==> src/logic/phy_mgmt_defines.svh <==
// phy management defines: bus address, MDC timing and init sequence constants

`ifndef PHY_MGMT_DEFINES_SVH
`define PHY_MGMT_DEFINES_SVH

// clause-22 bus address of the PHY on the board
`define PHY_MDIO_ADDR 3

// system clocks per MDC phase
// 125 MHz / (2 * 3) is about 20.8 MHz, under the 25 MHz PHY limit
`define MDC_HALF_PERIOD_CYCLES 3

// power-on wait in system clocks, all twenty counter bits set
`define PHY_INIT_DELAY_DEFAULT 20'd1048575

// three indirect writes of four direct writes each
`define INIT_WRITE_COUNT 12

`endif

==> src/logic/phy_mgmt_pkg.sv <==
// phy management package: width types and sequencer states

`default_nettype none

package phy_mgmt_pkg;

    // direct clause-22 register address
    typedef logic [4:0] mdio_reg_addr_t;

    // PHY address on the management bus
    typedef logic [4:0] phy_addr_t;

    // register data word
    typedef logic [15:0] mdio_data_t;

    // index of a direct write in the init sequence
    typedef logic [3:0] init_step_t;

    // power-on delay counter
    typedef logic [19:0] delay_count_t;

    // init sequencer FSM
    typedef enum logic [1:0] {
        wait_delay,
        issue,
        wait_frame,
        done
    } seq_state_t;

endpackage

`default_nettype wire

==> src/logic/phy_init_delay.sv <==
// phy init delay: counts the power-on wait after reset and flags its end

`timescale 1ns/100ps
`default_nettype none

module phy_init_delay #(
    parameter phy_mgmt_pkg::delay_count_t init_delay_cycles = 20'd100
) (
    input  wire logic clk_125mhz,
    input  wire logic rst_125mhz,
    output wire logic delay_done
);

    import phy_mgmt_pkg::*;

    delay_count_t count_reg;

    // counts down once reset is released and parks at zero
    always_ff @(posedge clk_125mhz) begin
        if (rst_125mhz) begin
            count_reg <= init_delay_cycles;
        end else if (count_reg != '0) begin
            count_reg <= count_reg - 1'b1;
        end
    end

    // high from the cycle the count reaches zero onwards
    assign delay_done = (count_reg == '0);

endmodule

`default_nettype wire

==> src/logic/phy_ext_reg_table.sv <==
// phy extended register table: maps a step number to its direct register write

`timescale 1ns/100ps
`default_nettype none

module phy_ext_reg_table (
    input  wire phy_mgmt_pkg::init_step_t     step,
    output wire phy_mgmt_pkg::mdio_reg_addr_t reg_addr,
    output wire phy_mgmt_pkg::mdio_data_t     reg_data
);

    import phy_mgmt_pkg::*;

    // indirect access registers
    localparam mdio_reg_addr_t regcr = 5'h0D;
    localparam mdio_reg_addr_t addar = 5'h0E;

    // REGCR words: devad 0x1F, function address then data without increment
    localparam mdio_data_t regcr_addr_func = 16'h001F;
    localparam mdio_data_t regcr_data_func = 16'h401F;

    logic [1:0] access;
    logic [1:0] phase;
    mdio_data_t ext_addr;
    mdio_data_t ext_data;
    mdio_reg_addr_t addr_sel;
    mdio_data_t data_sel;

    // four direct writes per extended register
    assign access = step[3:2];
    assign phase  = step[1:0];

    always_comb begin
        case (access)
            // autonegotiation timer, 11 ms
            2'd0: begin
                ext_addr = 16'h0031;
                ext_data = 16'h0070;
            end
            // SGMII clock output on
            2'd1: begin
                ext_addr = 16'h00D3;
                ext_data = 16'h4000;
            end
            // 10 Mb/s over SGMII
            2'd2: begin
                ext_addr = 16'h016F;
                ext_data = 16'h0015;
            end
            default: begin
                ext_addr = '0;
                ext_data = '0;
            end
        endcase
    end

    always_comb begin
        case (phase)
            2'd0: begin
                addr_sel = regcr;
                data_sel = regcr_addr_func;
            end
            2'd1: begin
                addr_sel = addar;
                data_sel = ext_addr;
            end
            2'd2: begin
                addr_sel = regcr;
                data_sel = regcr_data_func;
            end
            default: begin
                addr_sel = addar;
                data_sel = ext_data;
            end
        endcase
    end

    assign reg_addr = addr_sel;
    assign reg_data = data_sel;

endmodule

`default_nettype wire

==> src/logic/mdio_clock_gen.sv <==
// mdio clock generator: divides the system clock into MDC with edge strobes

`timescale 1ns/100ps
`default_nettype none

`include "phy_mgmt_defines.svh"

module mdio_clock_gen (
    input  wire logic clk_125mhz,
    input  wire logic rst_125mhz,
    input  wire logic enable,
    output wire logic mdc,
    output wire logic mdc_rise,
    output wire logic mdc_fall
);

    localparam int half_cycles = `MDC_HALF_PERIOD_CYCLES;
    localparam int cnt_w = $clog2(half_cycles + 1);

    logic [cnt_w-1:0] phase_cnt;
    logic             mdc_reg;
    logic             phase_start;

    // idle parks in the low phase, so a new frame opens with a fall strobe
    always_ff @(posedge clk_125mhz) begin
        if (rst_125mhz || !enable) begin
            phase_cnt <= '0;
            mdc_reg   <= 1'b0;
        end else if (phase_cnt == cnt_w'(half_cycles - 1)) begin
            phase_cnt <= '0;
            mdc_reg   <= !mdc_reg;
        end else begin
            phase_cnt <= phase_cnt + 1'b1;
        end
    end

    // strobe on the first cycle of each phase
    assign phase_start = enable && (phase_cnt == '0);

    assign mdc_fall = phase_start && !mdc_reg;
    assign mdc_rise = phase_start && mdc_reg;
    assign mdc      = mdc_reg;

endmodule

`default_nettype wire

==> src/logic/mdio_write_shifter.sv <==
// mdio write shifter: serializes one clause-22 write frame onto MDIO

`timescale 1ns/100ps
`default_nettype none

`include "phy_mgmt_defines.svh"

module mdio_write_shifter (
    input  wire logic                        clk_125mhz,
    input  wire logic                        rst_125mhz,
    input  wire logic                        frame_start,
    input  wire phy_mgmt_pkg::mdio_reg_addr_t reg_addr,
    input  wire phy_mgmt_pkg::mdio_data_t     reg_data,
    output wire logic                        frame_busy,
    output wire logic                        mdc,
    output wire logic                        mdio_o,
    output wire logic                        mdio_t
);

    import phy_mgmt_pkg::*;

    localparam int frame_bits = 64;
    localparam phy_addr_t phy_addr = phy_addr_t'(`PHY_MDIO_ADDR);

    logic [frame_bits-1:0] shift_reg;
    logic [frame_bits-1:0] frame_word;
    logic [6:0]            bit_cnt;
    logic                  busy_reg;
    logic                  mdio_o_reg;
    logic                  mdio_t_reg;
    logic                  load;
    logic                  mdc_rise;
    logic                  mdc_fall;

    mdio_clock_gen mdio_clock_gen_inst (
        .clk_125mhz (clk_125mhz),
        .rst_125mhz (rst_125mhz),
        .enable     (busy_reg),
        .mdc        (mdc),
        .mdc_rise   (mdc_rise),
        .mdc_fall   (mdc_fall)
    );

    // preamble, start 01, write op 01, addresses, turnaround 10, data
    assign frame_word = {32'hFFFF_FFFF, 2'b01, 2'b01, phy_addr, reg_addr, 2'b10, reg_data};

    assign load = frame_start && !busy_reg;

    // frame data, shifted MSB first
    always_ff @(posedge clk_125mhz) begin
        if (load) begin
            shift_reg <= frame_word;
        end else if (busy_reg && mdc_fall) begin
            shift_reg <= {shift_reg[frame_bits-2:0], 1'b0};
        end
    end

    always_ff @(posedge clk_125mhz) begin
        if (rst_125mhz) begin
            busy_reg   <= 1'b0;
            bit_cnt    <= '0;
            mdio_o_reg <= 1'b1;
            mdio_t_reg <= 1'b1;
        end else if (load) begin
            busy_reg <= 1'b1;
            bit_cnt  <= '0;
        end else if (busy_reg) begin
            if (mdc_fall) begin
                if (bit_cnt == 7'(frame_bits)) begin
                    // last bit period over, release the bus
                    busy_reg   <= 1'b0;
                    mdio_o_reg <= 1'b1;
                    mdio_t_reg <= 1'b1;
                end else begin
                    mdio_o_reg <= shift_reg[frame_bits-1];
                    mdio_t_reg <= 1'b0;
                end
            end
            // bits taken by the PHY on the rising edge
            if (mdc_rise) begin
                bit_cnt <= bit_cnt + 1'b1;
            end
        end
    end

    assign frame_busy = busy_reg;
    assign mdio_o     = mdio_o_reg;
    assign mdio_t     = mdio_t_reg;

endmodule

`default_nettype wire

==> src/logic/phy_init_sequencer.sv <==
// phy init sequencer: FSM that walks the register table and starts each frame

`timescale 1ns/100ps
`default_nettype none

`include "phy_mgmt_defines.svh"

module phy_init_sequencer (
    input  wire logic                    clk_125mhz,
    input  wire logic                    rst_125mhz,
    input  wire logic                    delay_done,
    input  wire logic                    frame_busy,
    output wire phy_mgmt_pkg::init_step_t step,
    output wire logic                    frame_start,
    output wire logic                    init_done
);

    import phy_mgmt_pkg::*;

    localparam init_step_t last_step = init_step_t'(`INIT_WRITE_COUNT - 1);

    seq_state_t state_reg;
    init_step_t step_reg;

    always_ff @(posedge clk_125mhz) begin
        if (rst_125mhz) begin
            state_reg <= wait_delay;
            step_reg  <= '0;
        end else begin
            case (state_reg)
                wait_delay: begin
                    if (delay_done) begin
                        state_reg <= issue;
                    end
                end
                issue: begin
                    // frame_start goes out on this cycle once the shifter is idle
                    if (!frame_busy) begin
                        state_reg <= wait_frame;
                    end
                end
                wait_frame: begin
                    if (!frame_busy) begin
                        if (step_reg == last_step) begin
                            state_reg <= done;
                        end else begin
                            step_reg  <= step_reg + 1'b1;
                            state_reg <= issue;
                        end
                    end
                end
                done: begin
                    state_reg <= done;
                end
                default: begin
                    state_reg <= wait_delay;
                end
            endcase
        end
    end

    // one-cycle start, busy rises on the next cycle
    assign frame_start = (state_reg == issue) && !frame_busy;
    assign init_done   = (state_reg == done);
    assign step        = step_reg;

endmodule

`default_nettype wire

==> src/logic/phy_mgmt_top.sv <==
// phy management top: holds the PHY in reset, then writes its init registers over MDIO

`timescale 1ns/100ps
`default_nettype none

`include "phy_mgmt_defines.svh"

module phy_mgmt_top #(
    parameter phy_mgmt_pkg::delay_count_t init_delay_cycles = `PHY_INIT_DELAY_DEFAULT
) (
    input  wire logic clk_125mhz,
    input  wire logic rst_125mhz,
    output wire logic phy_reset_n,
    output wire logic phy_mdc,
    output wire logic phy_mdio_o,
    output wire logic phy_mdio_t,
    output wire logic init_done
);

    import phy_mgmt_pkg::*;

    logic           delay_done;
    logic           frame_busy;
    logic           frame_start;
    init_step_t     step;
    mdio_reg_addr_t reg_addr;
    mdio_data_t     reg_data;

    // PHY leaves reset together with the system
    assign phy_reset_n = !rst_125mhz;

    phy_init_delay #(
        .init_delay_cycles (init_delay_cycles)
    ) phy_init_delay_inst (
        .clk_125mhz (clk_125mhz),
        .rst_125mhz (rst_125mhz),
        .delay_done (delay_done)
    );

    phy_init_sequencer phy_init_sequencer_inst (
        .clk_125mhz  (clk_125mhz),
        .rst_125mhz  (rst_125mhz),
        .delay_done  (delay_done),
        .frame_busy  (frame_busy),
        .step        (step),
        .frame_start (frame_start),
        .init_done   (init_done)
    );

    phy_ext_reg_table phy_ext_reg_table_inst (
        .step     (step),
        .reg_addr (reg_addr),
        .reg_data (reg_data)
    );

    mdio_write_shifter mdio_write_shifter_inst (
        .clk_125mhz  (clk_125mhz),
        .rst_125mhz  (rst_125mhz),
        .frame_start (frame_start),
        .reg_addr    (reg_addr),
        .reg_data    (reg_data),
        .frame_busy  (frame_busy),
        .mdc         (phy_mdc),
        .mdio_o      (phy_mdio_o),
        .mdio_t      (phy_mdio_t)
    );

endmodule

`default_nettype wire

==> config.mk <==
export PLATFORM = sky130hd
export DESIGN_NAME = phy_mgmt_top
export DESIGN_NICKNAME = d
export VERILOG_FILES = /design/src/logic/phy_mgmt_pkg.sv /design/src/logic/phy_init_delay.sv /design/src/logic/phy_ext_reg_table.sv /design/src/logic/mdio_clock_gen.sv /design/src/logic/mdio_write_shifter.sv /design/src/logic/phy_init_sequencer.sv /design/src/logic/phy_mgmt_top.sv
export VERILOG_INCLUDE_DIRS = /design/src /design/src/logic
export SDC_FILE = /design/constraint.sdc
export NUM_CORES = 1
export LEC_CHECK = 0
export ABC_AREA = 1
export BUFFER_PORTS_ARGS = -buffer_cell sky130_fd_sc_hd__buf_4
export CORE_ASPECT_RATIO = 0.5
export CORE_MARGIN = 4
export CORE_UTILIZATION = 50
export DETAILED_ROUTE_END_ITERATION = 7
export PLACE_DENSITY = 0.63
export SLEW_MARGIN = 20
export SYNTH_ARGS = -nofsm -noshare
export SYNTH_HDL_FRONTEND = slang
export SYNTH_SLANG_ARGS = --single-unit
==> constraint.sdc <==
create_clock -name clk_125mhz -period 4.7 [get_ports clk_125mhz]
set_clock_uncertainty 0.1 [all_clocks]
set_input_delay 0.235 -clock clk_125mhz [delete_from_list [all_inputs] [get_ports clk_125mhz]]
set_output_delay 0.235 -clock clk_125mhz [all_outputs]
set_load 0.01 [all_outputs]
# Word level (Yosys, flattened, before mapping)
# Index checks and enable logic that the tools add are counted.
# classes
n_addsub	4
eq_ne	13
muxes	17
bitwise	3
n_reduce_logical	24
# op_table
operator	count
$pmux 15 s3	2
$mux 23	2
$pmux 9 s3	1
$logic_not 20->1	1
$reduce_bool 20->1	1
$sub 20x1->20 const B	1
$eq 2x2->1 const B	5
$mux 2	5
$reduce_and 3->1	3
$logic_not 2->1	4
$pmux 2 s4	1
$add 7x1->7 const B	1
$eq 7x7->1 const B	1
$eq 2x1->1 const B	3
$logic_and 1x1->1	6
$mux 1	6
$ne 2x2->1 const B	3
$reduce_or 2->1	3
$add 4x1->4 const B	1
$eq 4x4->1 const B	1
$logic_not 1->1	3
$not 1->1	3
$add 2x1->2 const B	1
$reduce_and 2->1	1
2 further kinds	2
# word_totals
reg_bits	103
inputBits	2
out_inout_bits	5
word_cells	72

# Longest topological paths before layout
# Gate-level depths: netlist of the first run.
# depth
word_depth	6
mapped_depth	10
mapped_depth_nobuf	10

# Modules after synthesis
# From an unflattened synthesis of the first run, not the netlist that was laid out.
# unflattened
hier_cells	581
area_unflattened_um2	4913.5
# modules_own_cells
module	n_inst	cells_each	area_per_inst_um2	seq_area_each_um2
mdio_write_shifter	1	263	2837.7	1691.6
phy_init_delay	1	196	1290.0	400.4
phy_init_sequencer	1	47	311.5	120.1
phy_ext_reg_table	1	51	306.5	0.0
mdio_clock_gen	1	23	163.9	60.1
phy_mgmt_top	1	1	3.8	0.0

# Worst setup path after synthesis of the first run
# No wires, ideal clock.
# synth_path
kind	register to register
from	reg phy_init_sequencer_inst.step_reg[2], in the netlist phy_init_sequencer_inst.step[2]
to	reg phy_init_sequencer_inst.step_reg[3], in the netlist phy_init_sequencer_inst.step[3]
setup_time_ns	0.131
t_arrival_ns	1.266
required_ns	4.469
slack_ns	3.203
stages_incl_launch_ff	9
path_buffers	0
synth_period_minus_slack_ns	1.497
path_cell_list	dfxtp_1 -> inv_1 -> ha_1 -> nand2_1 -> nand3_1 -> nor2_1 -> nand3_1 -> nor2_1 -> nor3b_2
# synth_via
elab_chain_len	3
elab_cells_between_ends	4
cone_classes	1 x add/sub; 1 x eq/ne; 1 x bitwise; 1 x reduce/logical
# synth_lines
element	line	text
start, declared	phy_init_sequencer.sv:23	init_step_t step_reg;
start signal, assigned	phy_init_sequencer.sv:47	step_reg <= step_reg + 1'b1;
branches (longest 3 deep; another with $add 4x1->4)	-	
# Parallel ways; which one is timed is not known.
# A chain may end at the register's enable or synchronous reset.

==> results of run 1 <==
through the flow:
step / cell area [um^2] / util / cells / worst slack (ps)
2_1_floorplan: 4610 / - / 515 / 3200
3_3_place_gp: 4710 / 0.533 / 625 / 2290
3_5_place_dp: 4710 / 0.533 / 625 / 2220
4_1_cts: 5010 / 0.567 / 641 / 2180
5_1_grt: 5010 / 0.567 / 641 / 1950
6_report: 5010 / 0.567 / 641 / 2190
per-layer routing:
layer	vias to the layer above	wire length, um
met5	-	0
met4	0	76
met3	6	288
met2	41	3320
met1	1431	4040
li1	1691	-
cells in the mapped netlist, types with 6 or more instances:
master     n
a21oi_1   14
a22oi_1    7
a22oi_2   29
dfxtp_1   82
edfxtp_1  21
ha_1      16
inv_1     89
nand2_1   83
nand3_1   25
nor2_1    51
nor2_4     6
nor3_1     6
o21ai_0   16
o22ai_1    8
worst max-delay path: stages, from the launching register on:
cell and delay (ps):
dfxtp_1 310, inv_1 80, ha_1 200, nand3_2 400, inv_2 930, nand2_1 170
o211ai_1 150
logic make-up after synthesis:
| group | synth area share |
|---|---|
| buffers and inverters | 0.0980 |
| XOR/XNOR | 0.0114 |
| flip-flops | 0.493 |
| AND/OR/NAND/NOR | 0.194 |
| adder cells (fa/ha/maj) | 0.0434 |
| AO/OA/AOI/OAI | 0.160 |
area by class of cell:
| cell class | instances | share of cell area |
|---|---|---|
| clock buffers | 10 | 0.0500 |
| clock inverters | 6 | 0.00925 |
| inverters | 94 | 0.0720 |
| multi-input cells | 305 | 0.377 |
| flip-flops and latches | 103 | 0.454 |
| well taps | 117 | 0.0292 |
| repair buffers | 6 | 0.00900 |
power by group:
group	switching [uW]	internal, uW	total [uW]
clock network	333	399	731
logic	179	74.2	253
registers	26.6	1010	1030
total	539	1480	2020
worst max-delay path by stage:
stage	from	end	slack [ps]	cells past startpoint
after global placement	register	mdio_write_shifter_inst.shift_reg[7]$_DFFE_PP_	2290	5
after floorplan	phy_init_sequencer_inst.step[2]$_SDFFE_PP0P_	phy_init_sequencer_inst.step[3]$_SDFFE_PP0P_	3200	8
after global routing	register	mdio_write_shifter_inst.shift_reg[4]$_DFFE_PP_	1950	6
after CTS	register	mdio_write_shifter_inst.shift_reg[4]$_DFFE_PP_	2180	6
after detailed placement	register	mdio_write_shifter_inst.shift_reg[4]$_DFFE_PP_	2220	6
final	register	mdio_write_shifter_inst.shift_reg[4]$_DFFE_PP_	2190	6
==> out/metrics.cfg, run 1 <==
[placed_design]
place_congestion = 0.907
dpl.hpwl_um = 5110
port_buffers = 6

[clocking]
root_buffer = clkbuf_16
cts_tree = done
ctsResizeCount = 0
insertion_delay_ps = 340
cts_buffers = 9
cts.sinks = 103
clock_path_buffers = 2
ctsHoldBuffers = 0
clkSlewWorstSetupHoldPaths_ps = 70
postCtsSetupBuffers = 0
htree_levels = 3

[detailed_routing]
drc = 0
final_antenna_net_count = 0
via_count = 3169
via_per_inst = 4.94
routed_wl_um = 7730
drtIter0Drc = 176
wl_per_cell_um = 12.1
first_pass_iters = 4

[min_path]
hold_depth = 2
min_to = phy_init_sequencer_inst.step[3]$_SDFFE_PP0P_
min_from = rst_125mhz
hp-class = input pin to register

[timing]
slew_violations = 0
hold_slack_ps = 76.3
hold_violations = 0
rsz0062_at_grt = no
fmaxAchievable_mhz = 399
setup_tns_ps = 0
period_share = 0.534
worst_pin_slew_ps = 1040
layout_min_cycle_time_ps = 2510
setup_viol = 0
relSlewSlack = 0.305

[layout]
n_antenna_cell = 0
multiInputGateArea_mm2 = 0.00189
seq_area_mm2 = 0.00227
drive_gt1_frac = 0.145
fillers = 815
mostFrequentLayoutCell = inv_1
syn2layout_area_growth_pct = 8.60
final_nets = 537
largest_reg_flops = 64
layout_common_cells = inv_1, nand2_1, dfxtp_1, nor2_1, a22oi_2

[logic_synthesis]
yosysTopAreaCell = dfxtp_1
syn_nets = 533
synth_top_flop_cell = dfxtp_1
ys_ff_latch = 103
synth_area_leaders = dfxtp_1, edfxtp_1, a22oi_2
synth_seq_area_share = 0.493
syn_inst = 515
postSynthAreaPerCell_um2 = 8.95
ys_types = 41
synth-edff-count = 21
syn_area_mm2 = 0.00461
synth_top_cell_area_share = 0.356
async_flop_share = 0
yosysWarnings = 0

[power]
finalPower_uw = 2020
p_per_area_mw_per_mm2 = 403
vdd_drop_max_mv = 0.212
p_leak_uw = 0.00220

[worst_setup_path]
cp_data_arrival_time_ps = 2590
cp_data_required_time_ps = 4790
crit_path_start_kind = register
end_kind = register
r2r_setup_slack_ps = 2190
r2r-end = mdio_write_shifter_inst.shift_reg[4]$_DFFE_PP_
worstRegToRegCells = 6
crit_type = register to register
worst-path-max-fanout = 49

[die]
dieArea_mm2 = 0.0109
io_pins = 7
die_height_um = 75.9
fp-row-count = 24
die_w_um = 144
core_mm2 = 0.00883
start_util = 0.522

[global_route]
gr-total-overflow = 0
grt_pass1_vias = 2805
grt_use_met1 = 0.214
grt_usage = 0.154
grt_pass1_wl_um = 13200
grt_start_max_net_pins = 50
busiest_layer = met2
use_met3 = 0.0395
grtUsageMet2 = 0.231
antenna_found_initial = 0

[outcome]
outcome = finished, final reports clean

[flow_run]
drv_cap = 0

No activity file was read; power rests on OpenSTA's default activity.
==> run 2, diff against run 1 <==
--- a/config.mk
+++ b/config.mk
@@ -12,7 +12,7 @@
 export CORE_MARGIN = 4
 export CORE_UTILIZATION = 50
 export DETAILED_ROUTE_END_ITERATION = 7
-export PLACE_DENSITY = 0.63
+export PLACE_DENSITY = 0.65
 export SLEW_MARGIN = 20
 export SYNTH_ARGS = -nofsm -noshare
 export SYNTH_HDL_FRONTEND = slang
==> constraint.sdc (replaced) <==
create_clock -name clk_125mhz -period 2.1 [get_ports clk_125mhz]
set_clock_uncertainty 0.1 [all_clocks]
set_input_delay 0.105 -clock clk_125mhz [delete_from_list [all_inputs] [get_ports clk_125mhz]]
set_output_delay 0.105 -clock clk_125mhz [all_outputs]
set_load 0.01 [all_outputs]
==> out/metrics.cfg, run 2 (synthesis gave the netlist of run 1 again) <==
[outcome]
outcome = finished, final reports clean

[timing]
layout_min_cycle_time_ps = 1750  ; -760 ps
rsz0062_at_grt = no
setup_tns_ps = 0  ; unchanged
relSlewSlack = 0.750  ; +0.445
layout_setup_ws_ps = 352  ; -1840 ps
hold_violations = 0  ; unchanged
slew_violations = 0  ; unchanged
setup_viol = 0  ; unchanged
fmaxAchievable_mhz = 572  ; +43%
worst_pin_slew_ps = 375  ; -666 ps
period_share = 0.833  ; +0.299

[layout]
mostFrequentLayoutCell = inv_1
largest_reg_flops = 64  ; unchanged
multiInputGateArea_mm2 = 0.00189  ; unchanged
drive_gt1_frac = 0.151  ; +0.00619
final_nets = 542  ; +0.93%
fillers = 861  ; +5.6%
syn2layout_area_growth_pct = 9.99
n_antenna_cell = 0  ; unchanged
seq_area_mm2 = 0.00227  ; unchanged
layout_common_cells = inv_1, nand2_1, dfxtp_1, nor2_1, a22oi_2

[die]
core_mm2 = 0.00883  ; unchanged
io_pins = 7  ; unchanged
die_w_um = 144  ; unchanged
fp-row-count = 24  ; unchanged
die_height_um = 75.9  ; unchanged
start_util = 0.522  ; unchanged
dieArea_mm2 = 0.0109  ; unchanged

[clocking]
insertion_delay_ps = 350  ; about the same
cts_tree = done
root_buffer = clkbuf_16
ctsResizeCount = 0  ; unchanged
clkSlewWorstSetupHoldPaths_ps = 70  ; about the same
cts_buffers = 9  ; unchanged
cts.sinks = 103  ; unchanged
ctsHoldBuffers = 1  ; +1
clock_path_buffers = 2  ; unchanged
postCtsSetupBuffers = 0  ; unchanged
htree_levels = 3  ; unchanged

[power]
p_leak_uw = 0.00223  ; +1.4%
clockPowerShare = 0.369  ; +0.007
netSwitchingFraction = 0.267  ; +0.000661
share_seq_of_total_power = 0.503  ; -0.009
combPwrFrac = 0.128  ; +0.003
vdd_drop_max_mv = 0.477  ; +130%
internal_power_uw = 3370  ; +130%
p_per_area_mw_per_mm2 = 907  ; +120%
power.switching_uw = 1230  ; +130%

[detailed_routing]
first_pass_iters = 4  ; unchanged
routed_wl_um = 7740  ; +0.13%
drtIter0Drc = 145  ; -18%
wl_per_cell_um = 12.0  ; -0.65%
drc = 0  ; unchanged
final_antenna_net_count = 0  ; unchanged
via_per_inst = 4.92  ; -0.52%
via_count = 3177  ; +0.25%

[global_route]
grt_pass1_vias = 3001  ; +7.0%
grt_pass1_wl_um = 13400  ; +1.5%
antenna_found_initial = 0  ; unchanged
grt_start_max_net_pins = 38  ; -24%
grt_usage = 0.158  ; +0.00345
gr-total-overflow = 0  ; unchanged

[worst_setup_path]
slowest_delay_ps = 420  ; -510 ps
crit_chain = inv_1 > ha_1 > nor2_1 > nand2_1 > nand3_1 > o211ai_1
cp_data_arrival_time_ps = 1750  ; -840 ps
critPathSlowestCell = dfxtp_1
cp_data_required_time_ps = 2100  ; -2690 ps
crit_path_start_kind = register
cp.buffers_inverters = 1  ; -1
crit_type = register to register
worst-path-max-fanout = 5  ; -90%
crit_family = simple AND/OR/NAND/NOR gates
end_kind = register

[placed_design]
port_buffers = 6  ; unchanged
dpl.hpwl_um = 5210  ; +2.0%
place_ws_ps = 351  ; -1860 ps
place_congestion = 0.871  ; -4.0%

[min_path]
hp-class = register to register

[flow_run]
drv_cap = 0  ; unchanged

run 2: through the flow:
stage               hold slack (ps)  total power [uW]  instance area, um^2  instances   util
floorplan                       262              2850                 4610        515      -
global placement                309              2940                 4750        629  0.538
detailed placement              309              2950                 4750        629  0.538
CTS                             325              4670                 5070        646  0.574
global route                    346              4840                 5070        646  0.574
finish                          322              4600                 5070        646  0.574
run 2: area by class of cell:
type,count,area share
clock buffer,11,0.0521
clock inverter,5,0.00864
inverter,94,0.0711
multi-input combinational,305,0.372
sequential,103,0.448
tap,117,0.0289
timing repair buffer,11,0.0192
run 2: final timing paths:
| kind | start | to | slack, ps | cells past startpoint |
|---|---|---|---|---|
| max | phy_init_sequencer_inst.step[0]$_SDFFE_PP0P_ | mdio_write_shifter_inst.shift_reg[2]$_DFFE_PP_ | 350 | 6 |
| min | register | register | 320 | 1 |
| max reg2reg | phy_init_sequencer_inst.step[0]$_SDFFE_PP0P_ | mdio_write_shifter_inst.shift_reg[2]$_DFFE_PP_ | 350 | 6 |
| min reg2reg | register | register | 320 | 1 |
run 2: power groups by stage:
stage               sequential (uW)  combinational [uW]  clock, uW
finish                         2310                 587       1700
global route                   2330                 665       1840
CTS                            2310                 598       1750
detailed placement             2360                 596          0
global placement               2350                 584          0
floorplan                      2350                 500          0
run 2: routing by layer:
| layer | global-route usage | share of wire | vias up | routed length, um |
|---|---|---|---|---|
| met5 | 0 | 0 | - | 0 |
| met4 | 0.0459 | 0.012 | 0 | 96 |
| met1 | 0.191 | 0.49 | 1436 | 3760 |
| met2 | 0.265 | 0.46 | 35 | 3590 |
| met3 | 0.0639 | 0.038 | 9 | 291 |
| li1 | - | - | 1697 | - |
